--- config.mk ---
export PLATFORM = sky130hd
export DESIGN_NAME = riscv_core
export DESIGN_NICKNAME = d
export VERILOG_FILES = /design/src/rtl/riscv_pkg.sv /design/src/rtl/alu.sv /design/src/rtl/control_fsm.sv /design/src/rtl/fetch.sv /design/src/rtl/instr_decode.sv /design/src/rtl/mem_loader.sv /design/src/rtl/reg_file.sv /design/src/rtl/riscv_core.sv
export SDC_FILE = /design/constraint.sdc
export NUM_CORES = 2
export LEC_CHECK = 0
export BUFFER_PORTS_ARGS = -buffer_cell sky130_fd_sc_hd__clkbuf_2
export CORE_ASPECT_RATIO = 1.4
export CORE_UTILIZATION = 35
export CTS_CLUSTER_DIAMETER = 100
export CTS_CLUSTER_SIZE = 8
export DETAILED_ROUTE_END_ITERATION = 8
export PLACE_DENSITY_LB_ADDON = 0.15
export SLEW_MARGIN = 20
export SYNTH_ARGS = -nofsm -noshare
export SYNTH_HDL_FRONTEND = slang
export SYNTH_SLANG_ARGS = --single-unit
--- constraint.sdc ---
create_clock -name clk -period 19.6 [get_ports clk]
set_clock_uncertainty 0.05 [all_clocks]
set_input_delay 1.96 -clock clk [delete_from_list [all_inputs] [get_ports clk]]
set_output_delay 1.96 -clock clk [all_outputs]
set_load 0.005 [all_outputs]
--- src/rtl/riscv_pkg.sv ---
`default_nettype none

package riscv_pkg;

  localparam int xlen      = 32;
  localparam int reg_count = 32;
  localparam logic [xlen-1:0] reset_pc = 32'h0000_0000;

  // funct3 codes for the supported loads, stores and branches
  localparam logic [2:0] f3_lb  = 3'b000;
  localparam logic [2:0] f3_lw  = 3'b010;
  localparam logic [2:0] f3_lbu = 3'b100;
  localparam logic [2:0] f3_sb  = 3'b000;
  localparam logic [2:0] f3_sw  = 3'b010;
  localparam logic [2:0] f3_beq = 3'b000;
  localparam logic [2:0] f3_bne = 3'b001;

  typedef logic [xlen-1:0] addr_t;
  typedef logic [xlen-1:0] data_t;
  typedef logic [xlen-1:0] instr_t;
  typedef logic [xlen-1:0] imm_t;

  typedef enum logic [6:0] {
    op_r      = 7'b0110011,
    op_imm    = 7'b0010011,
    op_load   = 7'b0000011,
    op_store  = 7'b0100011,
    op_branch = 7'b1100011,
    op_jal    = 7'b1101111,
    op_lui    = 7'b0110111
  } opcode_e;

  typedef enum logic [3:0] {
    alu_add, alu_sub, alu_and, alu_or, alu_xor,
    alu_slt, alu_sltu, alu_sll, alu_srl, alu_sra
  } alu_op_e;

  typedef enum logic [3:0] {
    st_fetch, st_decode, st_mem_adr, st_mem_read, st_mem_wb, st_mem_write,
    st_exec_r, st_exec_i, st_alu_wb, st_branch, st_jal, st_lui
  } state_e;

  typedef enum logic {adr_pc, adr_result} adr_src_e;
  typedef enum logic [1:0] {a_pc, a_old_pc, a_rs1, a_zero} alu_src_a_e;
  typedef enum logic [1:0] {b_rs2, b_imm, b_four} alu_src_b_e;
  typedef enum logic [1:0] {res_alu_out, res_data, res_alu_result} result_src_e;
  typedef enum logic {pc_alu_result, pc_alu_out} pc_src_e;

  typedef struct packed {
    logic        pc_update;
    logic        ir_write;
    logic        reg_write;
    adr_src_e    adr_src;
    alu_src_a_e  alu_src_a;
    alu_src_b_e  alu_src_b;
    result_src_e result_src;
    pc_src_e     pc_src;
    logic        alu_use_decode; // 0 makes the ALU add
  } ctrl_t;

  typedef struct packed {
    opcode_e    opcode;
    logic [2:0] funct3;
    logic [4:0] rd;
    logic [4:0] rs1;
    logic [4:0] rs2;
    imm_t       imm;
    alu_op_e    alu_op;
  } decoded_t;

  typedef struct packed {
    addr_t      address;
    data_t      write_data;
    logic [3:0] write_enable;
  } mem_req_t;

endpackage

`default_nettype wire

--- src/rtl/alu.sv ---
`timescale 1ns/100ps
`default_nettype none

module alu
  import riscv_pkg::*;
(
  input  data_t   a,
  input  data_t   b,
  input  alu_op_e op,
  output data_t   y,
  output logic    zero
);

  logic [4:0] shamt;

  assign shamt = b[4:0];

  always_comb begin
    case (op)
      alu_add:  y = a + b;
      alu_sub:  y = a - b;
      alu_and:  y = a & b;
      alu_or:   y = a | b;
      alu_xor:  y = a ^ b;
      alu_slt:  y = {31'b0, $signed(a) < $signed(b)};
      alu_sltu: y = {31'b0, a < b};
      alu_sll:  y = a << shamt;
      alu_srl:  y = a >> shamt;
      alu_sra:  y = $signed(a) >>> shamt;
      default:  y = '0;
    endcase
  end

  assign zero = (y == '0);

endmodule

`default_nettype wire

--- src/rtl/control_fsm.sv ---
`timescale 1ns/100ps
`default_nettype none

module control_fsm
  import riscv_pkg::*;
(
  input  logic       clk,
  input  logic       rst_n,
  input  decoded_t   decoded,
  input  logic       zero,
  input  logic [1:0] addr_low,
  output ctrl_t      ctrl,
  output logic [3:0] write_enable
);

  state_e state;
  state_e state_next;
  logic   started; // holds off the first fetch until one edge after reset
  logic   taken;

  always_ff @(posedge clk or negedge rst_n) begin
    if (!rst_n) begin
      state   <= st_fetch;
      started <= 1'b0;
    end else begin
      state   <= state_next;
      started <= 1'b1;
    end
  end

  assign taken = ((decoded.funct3 == f3_beq) && zero) ||
                 ((decoded.funct3 == f3_bne) && !zero);

  always_comb begin
    state_next = st_fetch;
    case (state)
      st_fetch:   state_next = started ? st_decode : st_fetch;
      st_decode: begin
        case (decoded.opcode)
          op_r:      state_next = st_exec_r;
          op_imm:    state_next = st_exec_i;
          op_load:   state_next = st_mem_adr;
          op_store:  state_next = st_mem_adr;
          op_branch: state_next = st_branch;
          op_jal:    state_next = st_jal;
          op_lui:    state_next = st_lui;
          default:   state_next = st_fetch; // unknown opcode retires with no writes
        endcase
      end
      st_mem_adr:  state_next = (decoded.opcode == op_load) ? st_mem_read : st_mem_write;
      st_mem_read: state_next = st_mem_wb;
      st_exec_r:   state_next = st_alu_wb;
      st_exec_i:   state_next = st_alu_wb;
      st_jal:      state_next = st_alu_wb;
      st_lui:      state_next = st_alu_wb;
      default:     state_next = st_fetch;
    endcase
  end

  always_comb begin
    ctrl            = '0;
    ctrl.adr_src    = adr_pc;
    ctrl.alu_src_a  = a_pc;
    ctrl.alu_src_b  = b_four;
    ctrl.result_src = res_alu_out;
    ctrl.pc_src     = pc_alu_result;
    case (state)
      st_fetch: begin
        ctrl.ir_write   = started;
        ctrl.pc_update  = started;
        ctrl.result_src = res_alu_result;
      end
      st_decode: begin // branch and jal targets land in alu_out here
        ctrl.alu_src_a = a_old_pc;
        ctrl.alu_src_b = b_imm;
      end
      st_mem_adr: begin
        ctrl.alu_src_a = a_rs1;
        ctrl.alu_src_b = b_imm;
      end
      st_mem_read:  ctrl.adr_src = adr_result;
      st_mem_write: ctrl.adr_src = adr_result;
      st_mem_wb: begin
        ctrl.result_src = res_data;
        ctrl.reg_write  = 1'b1;
      end
      st_exec_r: begin
        ctrl.alu_src_a      = a_rs1;
        ctrl.alu_src_b      = b_rs2;
        ctrl.alu_use_decode = 1'b1;
      end
      st_exec_i: begin
        ctrl.alu_src_a      = a_rs1;
        ctrl.alu_src_b      = b_imm;
        ctrl.alu_use_decode = 1'b1;
      end
      st_alu_wb: ctrl.reg_write = 1'b1;
      st_branch: begin
        ctrl.alu_src_a      = a_rs1;
        ctrl.alu_src_b      = b_rs2;
        ctrl.alu_use_decode = 1'b1; // decode hands out sub for branches
        ctrl.pc_src         = pc_alu_out;
        ctrl.pc_update      = taken;
      end
      st_jal: begin
        ctrl.alu_src_a = a_old_pc;
        ctrl.pc_src    = pc_alu_out;
        ctrl.pc_update = 1'b1;
      end
      st_lui: begin
        ctrl.alu_src_a = a_zero;
        ctrl.alu_src_b = b_imm;
      end
      default: ctrl.adr_src = adr_pc;
    endcase
  end

  // store byte lanes follow funct3 and the low address bits
  always_comb begin
    write_enable = 4'b0000;
    if (state == st_mem_write) begin
      case (decoded.funct3)
        f3_sw:   write_enable = 4'b1111;
        f3_sb:   write_enable = 4'b0001 << addr_low;
        default: write_enable = 4'b0000;
      endcase
    end
  end

endmodule

`default_nettype wire

--- src/rtl/fetch.sv ---
`timescale 1ns/100ps
`default_nettype none

module fetch
  import riscv_pkg::*;
(
  input  logic    clk,
  input  logic    rst_n,
  input  logic    pc_update,
  input  logic    ir_write,
  input  pc_src_e pc_src,
  input  data_t   alu_result,
  input  data_t   alu_out,
  output addr_t   pc_cur,
  output addr_t   pc_old
);

  addr_t pc_next;

  assign pc_next = (pc_src == pc_alu_out) ? alu_out : alu_result;

  always_ff @(posedge clk or negedge rst_n) begin
    if (!rst_n) begin
      pc_cur <= reset_pc;
      pc_old <= reset_pc;
    end else begin
      if (pc_update) pc_cur <= pc_next;
      if (ir_write)  pc_old <= pc_cur; // address of the instruction now in the IR
    end
  end

endmodule

`default_nettype wire

--- src/rtl/instr_decode.sv ---
`timescale 1ns/100ps
`default_nettype none

module instr_decode
  import riscv_pkg::*;
(
  input  instr_t   instr,
  output decoded_t decoded
);

  logic [2:0] funct3;
  logic       funct7_b5;
  logic       is_shift;
  imm_t       imm;
  alu_op_e    alu_op;

  assign funct3    = instr[14:12];
  assign funct7_b5 = instr[30];
  assign is_shift  = (funct3 == 3'b001) || (funct3 == 3'b101);

  assign decoded.opcode = opcode_e'(instr[6:0]);
  assign decoded.funct3 = funct3;
  assign decoded.rd     = instr[11:7];
  assign decoded.rs1    = instr[19:15];
  assign decoded.rs2    = instr[24:20];
  assign decoded.imm    = imm;
  assign decoded.alu_op = alu_op;

  always_comb begin
    case (decoded.opcode)
      op_imm:    imm = is_shift ? {27'b0, instr[24:20]}
                                : {{20{instr[31]}}, instr[31:20]};
      op_load:   imm = {{20{instr[31]}}, instr[31:20]};
      op_store:  imm = {{20{instr[31]}}, instr[31:25], instr[11:7]};
      op_branch: imm = {{19{instr[31]}}, instr[31], instr[7], instr[30:25],
                        instr[11:8], 1'b0};
      op_jal:    imm = {{11{instr[31]}}, instr[31], instr[19:12], instr[20],
                        instr[30:21], 1'b0};
      op_lui:    imm = {instr[31:12], 12'b0};
      default:   imm = '0;
    endcase
  end

  always_comb begin
    alu_op = alu_add;
    if (decoded.opcode == op_r || decoded.opcode == op_imm) begin
      case (funct3)
        3'b000: alu_op = (decoded.opcode == op_r && funct7_b5) ? alu_sub : alu_add;
        3'b001: alu_op = alu_sll;
        3'b010: alu_op = alu_slt;
        3'b011: alu_op = alu_sltu;
        3'b100: alu_op = alu_xor;
        3'b101: alu_op = funct7_b5 ? alu_sra : alu_srl;
        3'b110: alu_op = alu_or;
        default: alu_op = alu_and;
      endcase
    end else if (decoded.opcode == op_branch) begin
      alu_op = alu_sub; // compare by subtraction
    end
  end

endmodule

`default_nettype wire

--- src/rtl/mem_loader.sv ---
`timescale 1ns/100ps
`default_nettype none

module mem_loader
  import riscv_pkg::*;
(
  input  data_t      rdata,
  input  logic [1:0] addr_low,
  input  logic [2:0] funct3,
  input  data_t      store_src,
  output data_t      load_data,
  output data_t      write_data
);

  logic [7:0] byte_sel;

  always_comb begin
    case (addr_low)
      2'd0:    byte_sel = rdata[7:0];
      2'd1:    byte_sel = rdata[15:8];
      2'd2:    byte_sel = rdata[23:16];
      default: byte_sel = rdata[31:24];
    endcase
  end

  always_comb begin
    case (funct3)
      f3_lb:   load_data = {{24{byte_sel[7]}}, byte_sel};
      f3_lbu:  load_data = {24'b0, byte_sel};
      f3_lw:   load_data = rdata;
      default: load_data = rdata;
    endcase
  end

  // the byte enable picks the lane, so sb just repeats the byte everywhere
  assign write_data = (funct3 == f3_sb) ? {4{store_src[7:0]}} : store_src;

endmodule

`default_nettype wire

--- src/rtl/reg_file.sv ---
`timescale 1ns/100ps
`default_nettype none

module reg_file
  import riscv_pkg::*;
(
  input  logic       clk,
  input  logic       rst_n,
  input  logic       we,
  input  logic [4:0] ra1,
  input  logic [4:0] ra2,
  input  logic [4:0] wa,
  input  data_t      wd,
  output data_t      rd1,
  output data_t      rd2
);

  data_t regs [reg_count];

  always_ff @(posedge clk or negedge rst_n) begin
    if (!rst_n) begin
      for (int i = 0; i < reg_count; i++) begin
        regs[i] <= '0;
      end
    end else if (we && wa != 5'd0) begin
      regs[wa] <= wd; // x0 is never written, so it reads as zero
    end
  end

  assign rd1 = regs[ra1];
  assign rd2 = regs[ra2];

endmodule

`default_nettype wire

--- src/rtl/riscv_core.sv ---
`timescale 1ns/100ps
`default_nettype none

module riscv_core
  import riscv_pkg::*;
(
  input  logic     clk,
  input  logic     rst_n,
  output mem_req_t mem_req,
  input  data_t    mem_rdata
);

  ctrl_t      ctrl;
  decoded_t   decoded;
  instr_t     instr;
  data_t      data;
  data_t      alu_out;
  data_t      opnd_a;
  data_t      opnd_b;
  data_t      rd1;
  data_t      rd2;
  addr_t      pc_cur;
  addr_t      pc_old;
  data_t      alu_a;
  data_t      alu_b;
  data_t      alu_result;
  data_t      result;
  alu_op_e    alu_op;
  logic       zero;
  addr_t      address;
  data_t      load_data;
  data_t      store_data;
  logic [3:0] write_enable;

  control_fsm u_control_fsm (
    .clk          (clk),
    .rst_n        (rst_n),
    .decoded      (decoded),
    .zero         (zero),
    .addr_low     (address[1:0]),
    .ctrl         (ctrl),
    .write_enable (write_enable)
  );

  fetch u_fetch (
    .clk        (clk),
    .rst_n      (rst_n),
    .pc_update  (ctrl.pc_update),
    .ir_write   (ctrl.ir_write),
    .pc_src     (ctrl.pc_src),
    .alu_result (alu_result),
    .alu_out    (alu_out),
    .pc_cur     (pc_cur),
    .pc_old     (pc_old)
  );

  always_ff @(posedge clk) begin
    if (ctrl.ir_write) instr <= mem_rdata;
    data    <= load_data;
    alu_out <= alu_result;
    opnd_a  <= rd1; // operands refresh every cycle and are used the cycle after decode
    opnd_b  <= rd2;
  end

  instr_decode u_instr_decode (
    .instr   (instr),
    .decoded (decoded)
  );

  reg_file u_reg_file (
    .clk   (clk),
    .rst_n (rst_n),
    .we    (ctrl.reg_write),
    .ra1   (decoded.rs1),
    .ra2   (decoded.rs2),
    .wa    (decoded.rd),
    .wd    (result),
    .rd1   (rd1),
    .rd2   (rd2)
  );

  always_comb begin
    case (ctrl.alu_src_a)
      a_pc:     alu_a = pc_cur;
      a_old_pc: alu_a = pc_old;
      a_rs1:    alu_a = opnd_a;
      default:  alu_a = '0;
    endcase
  end

  always_comb begin
    case (ctrl.alu_src_b)
      b_rs2:   alu_b = opnd_b;
      b_imm:   alu_b = decoded.imm;
      default: alu_b = 32'd4;
    endcase
  end

  assign alu_op = ctrl.alu_use_decode ? decoded.alu_op : alu_add;

  alu u_alu (
    .a    (alu_a),
    .b    (alu_b),
    .op   (alu_op),
    .y    (alu_result),
    .zero (zero)
  );

  always_comb begin
    case (ctrl.result_src)
      res_alu_out: result = alu_out;
      res_data:    result = data;
      default:     result = alu_result;
    endcase
  end

  assign address = (ctrl.adr_src == adr_result) ? result : pc_cur;

  mem_loader u_mem_loader (
    .rdata      (mem_rdata),
    .addr_low   (address[1:0]),
    .funct3     (decoded.funct3),
    .store_src  (opnd_b),
    .load_data  (load_data),
    .write_data (store_data)
  );

  assign mem_req = '{address: address, write_data: store_data, write_enable: write_enable};

endmodule

`default_nettype wire

# --- Word-level counts from Yosys, hierarchy flattened ---
# Index checks and enable logic that the tools add are counted.
word_totals:
  latchBits: 0
  in_bits: 34
  romBits: 0
  word_cells: 167
  reg_bits: 1253
  n_memories: 0
  out_inout_bits: 68
  mem_bits_rw: 0
op_classes:
  div: 0
  n_lt_le_gt_ge: 6
  shift: 4
  n_addsub: 2
  n_reduce_logical: 28
  n_eq_ne: 39
  n_mux: 41
  mul: 0
  bitwise_logic: 6
ops:
  columns: ["op", "count"]
  rows:
  - ["$bwmux 1024", 1]
  - ["$bmux 32 s5", 2]
  - ["$pmux 32 s10", 1]
  - ["$mux 32", 9]
  - ["$pmux 32 s2", 3]
  - ["$pmux 32 s6", 1]
  - ["$demux 32 s5", 1]
  - ["$pmux 32 s3", 1]
  - ["$lt 32x32->1", 2]
  - ["$add 32x32->32", 1]
  - ["$and 32x32->32", 1]
  - ["$eq 4x3->1 const B", 8]
  - ["$logic_not 32->1", 1]
  - ["$or 32x32->32", 1]
  - ["$shl 32x5->32", 1]
  - ["$shr 32x5->32", 1]
  - ["$sshr 32x5->32", 1]
  - ["$sub 32x32->32", 1]
  - ["$xor 32x32->32", 1]
  - ["$pmux 4 s7", 1]
  - ["$eq 4x4->1 const B", 6]
  - ["$pmux 4 s6", 1]
  - ["$pmux 8 s3", 1]
  - ["$eq 7x6->1 const B", 3]
  - ["other kinds (32)", 76]

# --- Depth between registers and ports, before layout ---
depth:
  word_depth: 13
  mapped_depth: 30
  mapped_depth_nobuf: 25

# --- By module ---
# A second synthesis with hierarchy kept.
unflattened:
  cells_unflattened: 7047
  area_unflattened_um2: 76718.6
modules_own_cells:
  columns: ["module", "area_each_um2", "n_inst", "cells_per_inst"]
  rows:
  - ["reg_file", 55942.4, 1, 4601]
  - ["alu", 9415.3, 1, 1377]
  - ["riscv_core", 6336.1, 1, 526]
  - ["fetch", 2812.7, 1, 207]
  - ["mem_loader", 878.3, 1, 154]
  - ["instr_decode", 710.7, 1, 101]
  - ["control_fsm", 623.1, 1, 81]

# --- Least setup slack after synthesis ---
# No wires, ideal clock.
synth_timing:
  kind: "register to output"
  from: "register instr[5]"
  to: "output mem_req[67] in the netlist's numbering"
  n_path_buf: 8
  path_stages_with_launch: 29
  slack_ns: 11.405
  t_arrival_ns: 6.185
  cell_sequence: "edfxtp_1 -> clkbuf_1 -> nor2b_1 -> and2_1 -> clkbuf_1 -> o31a_1 -> buf_2 -> a21boi_2 -> clkbuf_1 -> clkbuf_1 -> buf_1 -> ha_1 -> clkbuf_1 -> o21ba_2 -> a21oi_1 -> a21o_1 -> nor4_1 -> o2111ai_1 -> a2111oi_0 -> o21bai_1 -> a2111oi_0 -> a211oi_1 -> a32o_1 -> o21ai_0 -> mux2i_1 -> nor2_1 -> a21oi_1 -> clkbuf_1 -> o21ai_0"
synth_lines:
  columns: ["item", "line_no", "text"]
  rows:
  - ["start: declaration", "riscv_core.sv:15", "instr_t instr;"]
  - ["start signal: assignment", "riscv_core.sv:58", "if (ctrl.ir_write) instr <= mem_rdata;"]
  - ["end: declaration", "riscv_core.sv:9", "output mem_req_t mem_req,"]

==> impl_results.rst <==
.. list-table::
   :header-rows: 1

   * - Metric
     - Value
   * - Starting density of the core
     - 35.3%
   * - Commonest cells in the netlist
     - sky130_fd_sc_hd__nand2_1 (1345), sky130_fd_sc_hd__o21ai_0 (1148), sky130_fd_sc_hd__dfrtp_1 (1093), sky130_fd_sc_hd__mux4_2 (643), sky130_fd_sc_hd__clkbuf_1 (547)
   * - Vias post-DR
     - 56.6k
   * - Synth area leader
     - sky130_fd_sc_hd__dfrtp_1
   * - Switching Share
     - 37.9%
   * - Part of the total power dissipated in combinational logic
     - 31.6%
   * - Number of endpoints with negative hold slack in the final report
     - 0
   * - Core Rows
     - 194
   * - Internal
     - 5320 uW
   * - DRC marker count from the first detailed-route iteration
     - 6021
   * - CTS hold repair buffers
     - 0
   * - Final total negative setup slack
     - 0 ps
   * - Type of the most critical hold path
     - reg -> reg
   * - Most used DFF post-synth
     - sky130_fd_sc_hd__dfrtp_1
   * - CTS Buffer Depth
     - 4
   * - Final weighted congestion in routability-driven placement
     - 1.04
   * - Master cell of the clock root buffer
     - sky130_fd_sc_hd__clkbuf_16
   * - TritonCTS Buffers
     - 184
   * - Worst-case setup slack after placement
     - 9090 ps
   * - Die width
     - 381 um
   * - Fin Hold WS
     - 342 ps
   * - Top cells by area, synth
     - sky130_fd_sc_hd__dfrtp_1 (39%), sky130_fd_sc_hd__mux4_2 (21%), sky130_fd_sc_hd__o21ai_0 (8.2%)
   * - Final Max Slew Viols
     - 0
   * - Floorplan die area
     - 203000 um2
   * - R2R setup slack
     - 10280 ps
   * - Fmax
     - 0.0873 GHz
   * - Most common cell in the netlist
     - sky130_fd_sc_hd__nand2_1
   * - Yosys Warn Count
     - 0
   * - Setup slack after layout
     - 8150 ps
   * - Maximum number of pins on one net before global-route repair
     - 155
   * - Wire length of the first global-routing pass
     - 447000 um
   * - Proportion of power drawn by flip-flops and latches
     - 33.6%
   * - H-Tree Depth
     - 4
   * - Clock slew seen by the registers of the worst setup and hold paths
     - 50 ps
   * - Boundary pin count
     - 102
   * - Required time at the worst-slack endpoint
     - 17590 ps
   * - Count of antenna-violating nets left after detailed routing
     - 0
   * - Max FO, Critical Path
     - 54
   * - Peak VDD IR
     - 119 uV
   * - Post-cts repair resize count
     - 0
   * - Static power due to leakage
     - 0.0330 uW
   * - Final period demand of the worst path
     - 11450 ps
   * - Cell Count Post-Placement
     - 9005
   * - Synthesized net count
     - 6859
   * - Detailed-route DRC error count
     - 0
   * - Die height
     - 533 um
   * - Number of library cell types mapped by synthesis
     - 93
   * - DPL Wire Length
     - 209000 um
   * - Maximum capacitance violations
     - 0
   * - Post-CTS setup buffer count
     - 0
   * - Outcome
     - completed
   * - Clock network power share
     - 34.8%
   * - Setup repair after global routing missed its margin
     - no
   * - Wire length per cell after detailed routing
     - 34.0 um
   * - Post-DR vias/cell
     - 6.07
   * - Routed wire length
     - 318000 um
   * - Syn Inst Count
     - 6726
   * - Fraction of the cycle the final worst path needs
     - 58.4%
   * - Mean post-synth cell area
     - 10.5 um2
   * - Kind of start point of the critical path
     - flop
   * - Number of synthesized register bits
     - 1253
   * - Number of flops mapped to enable cells by yosys
     - 32
   * - Fraction of layout instances using a drive strength above 1
     - 20.7%
   * - Synth-to-Final Area Change
     - 12.2%
   * - NetSw
     - 3240 uW
   * - Global routing usage summed across all routing layers
     - 31.0%
   * - Endpoint type of the worst setup path
     - primary output
   * - Fraction of the yosys area taken by sequential cells
     - 43.8%
   * - Initial antenna violation count
     - 20
   * - Async SR Flop Fraction
     - 87.2%
   * - Total of endpoints with negative setup slack in the final report
     - 0
   * - Grt total ovfl
     - 0
   * - Clock tree sinks
     - 1253
   * - IO buf count
     - 101
   * - Drt first pass iters
     - 9
   * - Pin slew with the least headroom to its limit
     - 1130 ps
   * - Summed instance area of the synthesized netlist
     - 70500 um2
   * - Standard cell core area
     - 200000 um2
   * - Clk Latency, worst-skew pair
     - 850 ps
   * - Total power density per cell area
     - 108 nW/um2
   * - Clock tree from TritonCTS
     - yes
   * - Arrival time worst endpoint
     - 9440 ps
   * - Number of global-route vias before repair
     - 56.4k
   * - Worst slew slack as a fraction of its limit
     - 24.1%
   * - Nets@finish
     - 6678
   * - Yosys top cell area share
     - 38.8%
   * - Final cell count without fillers
     - 9327
   * - Kind of critical path
     - reg -> out
## final timing paths
path,start,endpoint,depth (start not counted)
min in group asynchronous,rst_n,u_reg_file.regs[106],1
setup / recovery,instr[3],mem_req[67],23
hold reg to reg,u_reg_file.regs[1006],u_reg_file.regs[1006],0
max in group asynchronous,rst_n,u_reg_file.regs[281],4
hold / removal,u_reg_file.regs[1006],u_reg_file.regs[1006],0
setup reg to reg,instr[3],u_fetch.pc_cur[13],23
## metal layers
layer	part of all wire, %	GRT usage (%)	up-vias
li1	-	-	24300
met1	40	40.0	29200
met2	47	49.4	2403
met3	6.5	5.07	729
met4	6.7	17.9	10
met5	0.020	0	-
## state kept, by name, summed over array words and instances (netlist names)
signal and count:
data 32, u_fetch.pc_cur 32, instr 32, opnd_b 32
alu_out 32, u_fetch.pc_old 32, opnd_a 32, u_control_fsm.state 4
u_control_fsm.started 1, u_reg_file.regs 1024
## power by group through the flow
stage | logic (uW) | clock network, uW | registers (uW)
4_1_cts | 2670 | 3040 | 2870
6_report | 2700 | 2980 | 2880
2_1_floorplan | 1580 | 0 | 2840
5_1_grt | 2840 | 3150 | 2890
3_3_place_gp | 2680 | 0 | 2920
3_5_place_dp | 2660 | 0 | 2920
## per-stage QoR
| stage | power (uW) | area [um2] | util (%) |
|---|---|---|---|
| 6_report | 8570 | 79000 | 39.6 |
| 4_1_cts | 8590 | 79000 | 39.6 |
| 3_5_place_dp | 5580 | 73800 | 36.9 |
| 3_3_place_gp | 5600 | 73800 | 36.9 |
| 2_1_floorplan | 4420 | 70500 | - |
| 5_1_grt | 8880 | 79000 | 39.6 |
## cell usage in the layout (no fill, tap or decap), types with 18 or more instances in the layout
cell and count:
sky130_fd_sc_hd__nand2_1 1319, sky130_fd_sc_hd__a21oi_1 182, sky130_fd_sc_hd__o22ai_1 41, sky130_fd_sc_hd__nor3_1 58, sky130_fd_sc_hd__clkbuf_2 100, sky130_fd_sc_hd__nand2b_1 18, sky130_fd_sc_hd__clkbuf_1 120, sky130_fd_sc_hd__a211oi_1 31
sky130_fd_sc_hd__mux2i_1 44, sky130_fd_sc_hd__mux2_1 28, sky130_fd_sc_hd__a31oi_1 19, sky130_fd_sc_hd__dfxtp_1 128, sky130_fd_sc_hd__o21ai_0 1146, sky130_fd_sc_hd__o211ai_1 94, sky130_fd_sc_hd__a22oi_1 18, sky130_fd_sc_hd__nand3_1 98
sky130_fd_sc_hd__clkbuf_16 186, sky130_fd_sc_hd__a222oi_1 33, sky130_fd_sc_hd__a21o_1 39, sky130_fd_sc_hd__nor2_1 201, sky130_fd_sc_hd__ha_1 97, sky130_fd_sc_hd__mux2_2 126, sky130_fd_sc_hd__edfxtp_1 32, sky130_fd_sc_hd__buf_4 196
sky130_fd_sc_hd__a21oi_2 30, sky130_fd_sc_hd__mux4_2 643, sky130_fd_sc_hd__dfrtp_1 1093, sky130_fd_sc_hd__or3_1 22, sky130_fd_sc_hd__inv_1 112, sky130_fd_sc_hd__nand2_4 25, sky130_fd_sc_hd__o21a_1 31
## critical path: stages (launching register included)
cell and delay (ps):
sky130_fd_sc_hd__edfxtp_1 460, sky130_fd_sc_hd__nand4bb_1 550, sky130_fd_sc_hd__nor3_1 550, sky130_fd_sc_hd__o31a_1 180, sky130_fd_sc_hd__buf_4 430, sky130_fd_sc_hd__a21boi_4 90
sky130_fd_sc_hd__buf_4 340, sky130_fd_sc_hd__ha_1 540, sky130_fd_sc_hd__o21ba_2 300, sky130_fd_sc_hd__a21oi_1 130, sky130_fd_sc_hd__a21o_1 250, sky130_fd_sc_hd__nor4_1 670
sky130_fd_sc_hd__o2111ai_1 310, sky130_fd_sc_hd__a2111oi_0 670, sky130_fd_sc_hd__o21bai_1 300, sky130_fd_sc_hd__a2111oi_0 510, sky130_fd_sc_hd__a211oi_1 130, sky130_fd_sc_hd__o21ai_0 820
sky130_fd_sc_hd__mux2i_1 200, sky130_fd_sc_hd__nor2_1 160, sky130_fd_sc_hd__a21oi_2 40, sky130_fd_sc_hd__buf_4 250, sky130_fd_sc_hd__o21ai_0 440, sky130_fd_sc_hd__clkbuf_2 240
## cell families (layout without fill, tap and decap cells)
kind of cell               after synthesis  count (layout)  share of synthesized area [%]
AOI/OAI and AO/OA                     1855            1855                           15.2
DFF                                   1253            1253                           43.8
and+or+nand+nor                       1859            1859                           10.8
buffers and inverters                  792             739                           4.35
muxes                                  845             845                           23.7
other                                    1               9                        0.00532
adders and majority gates               99              99                           1.78
xor gates and xnor gates                22              22                          0.273
## area by class of cell
class                           count  area [um2]
Fill cell                       19500      121000
Multi-Input combinational cell   4681       37000
Sequential cell                  1253       30900
Clock buffer                      306        5100
Tap cell                         2646        3310
Timing Repair Buffer              308        2160
Inverter                          117         439
Clock inverter                      8         116
Antenna cell                        8        20.0
Power figures use the tool's default switching activity.
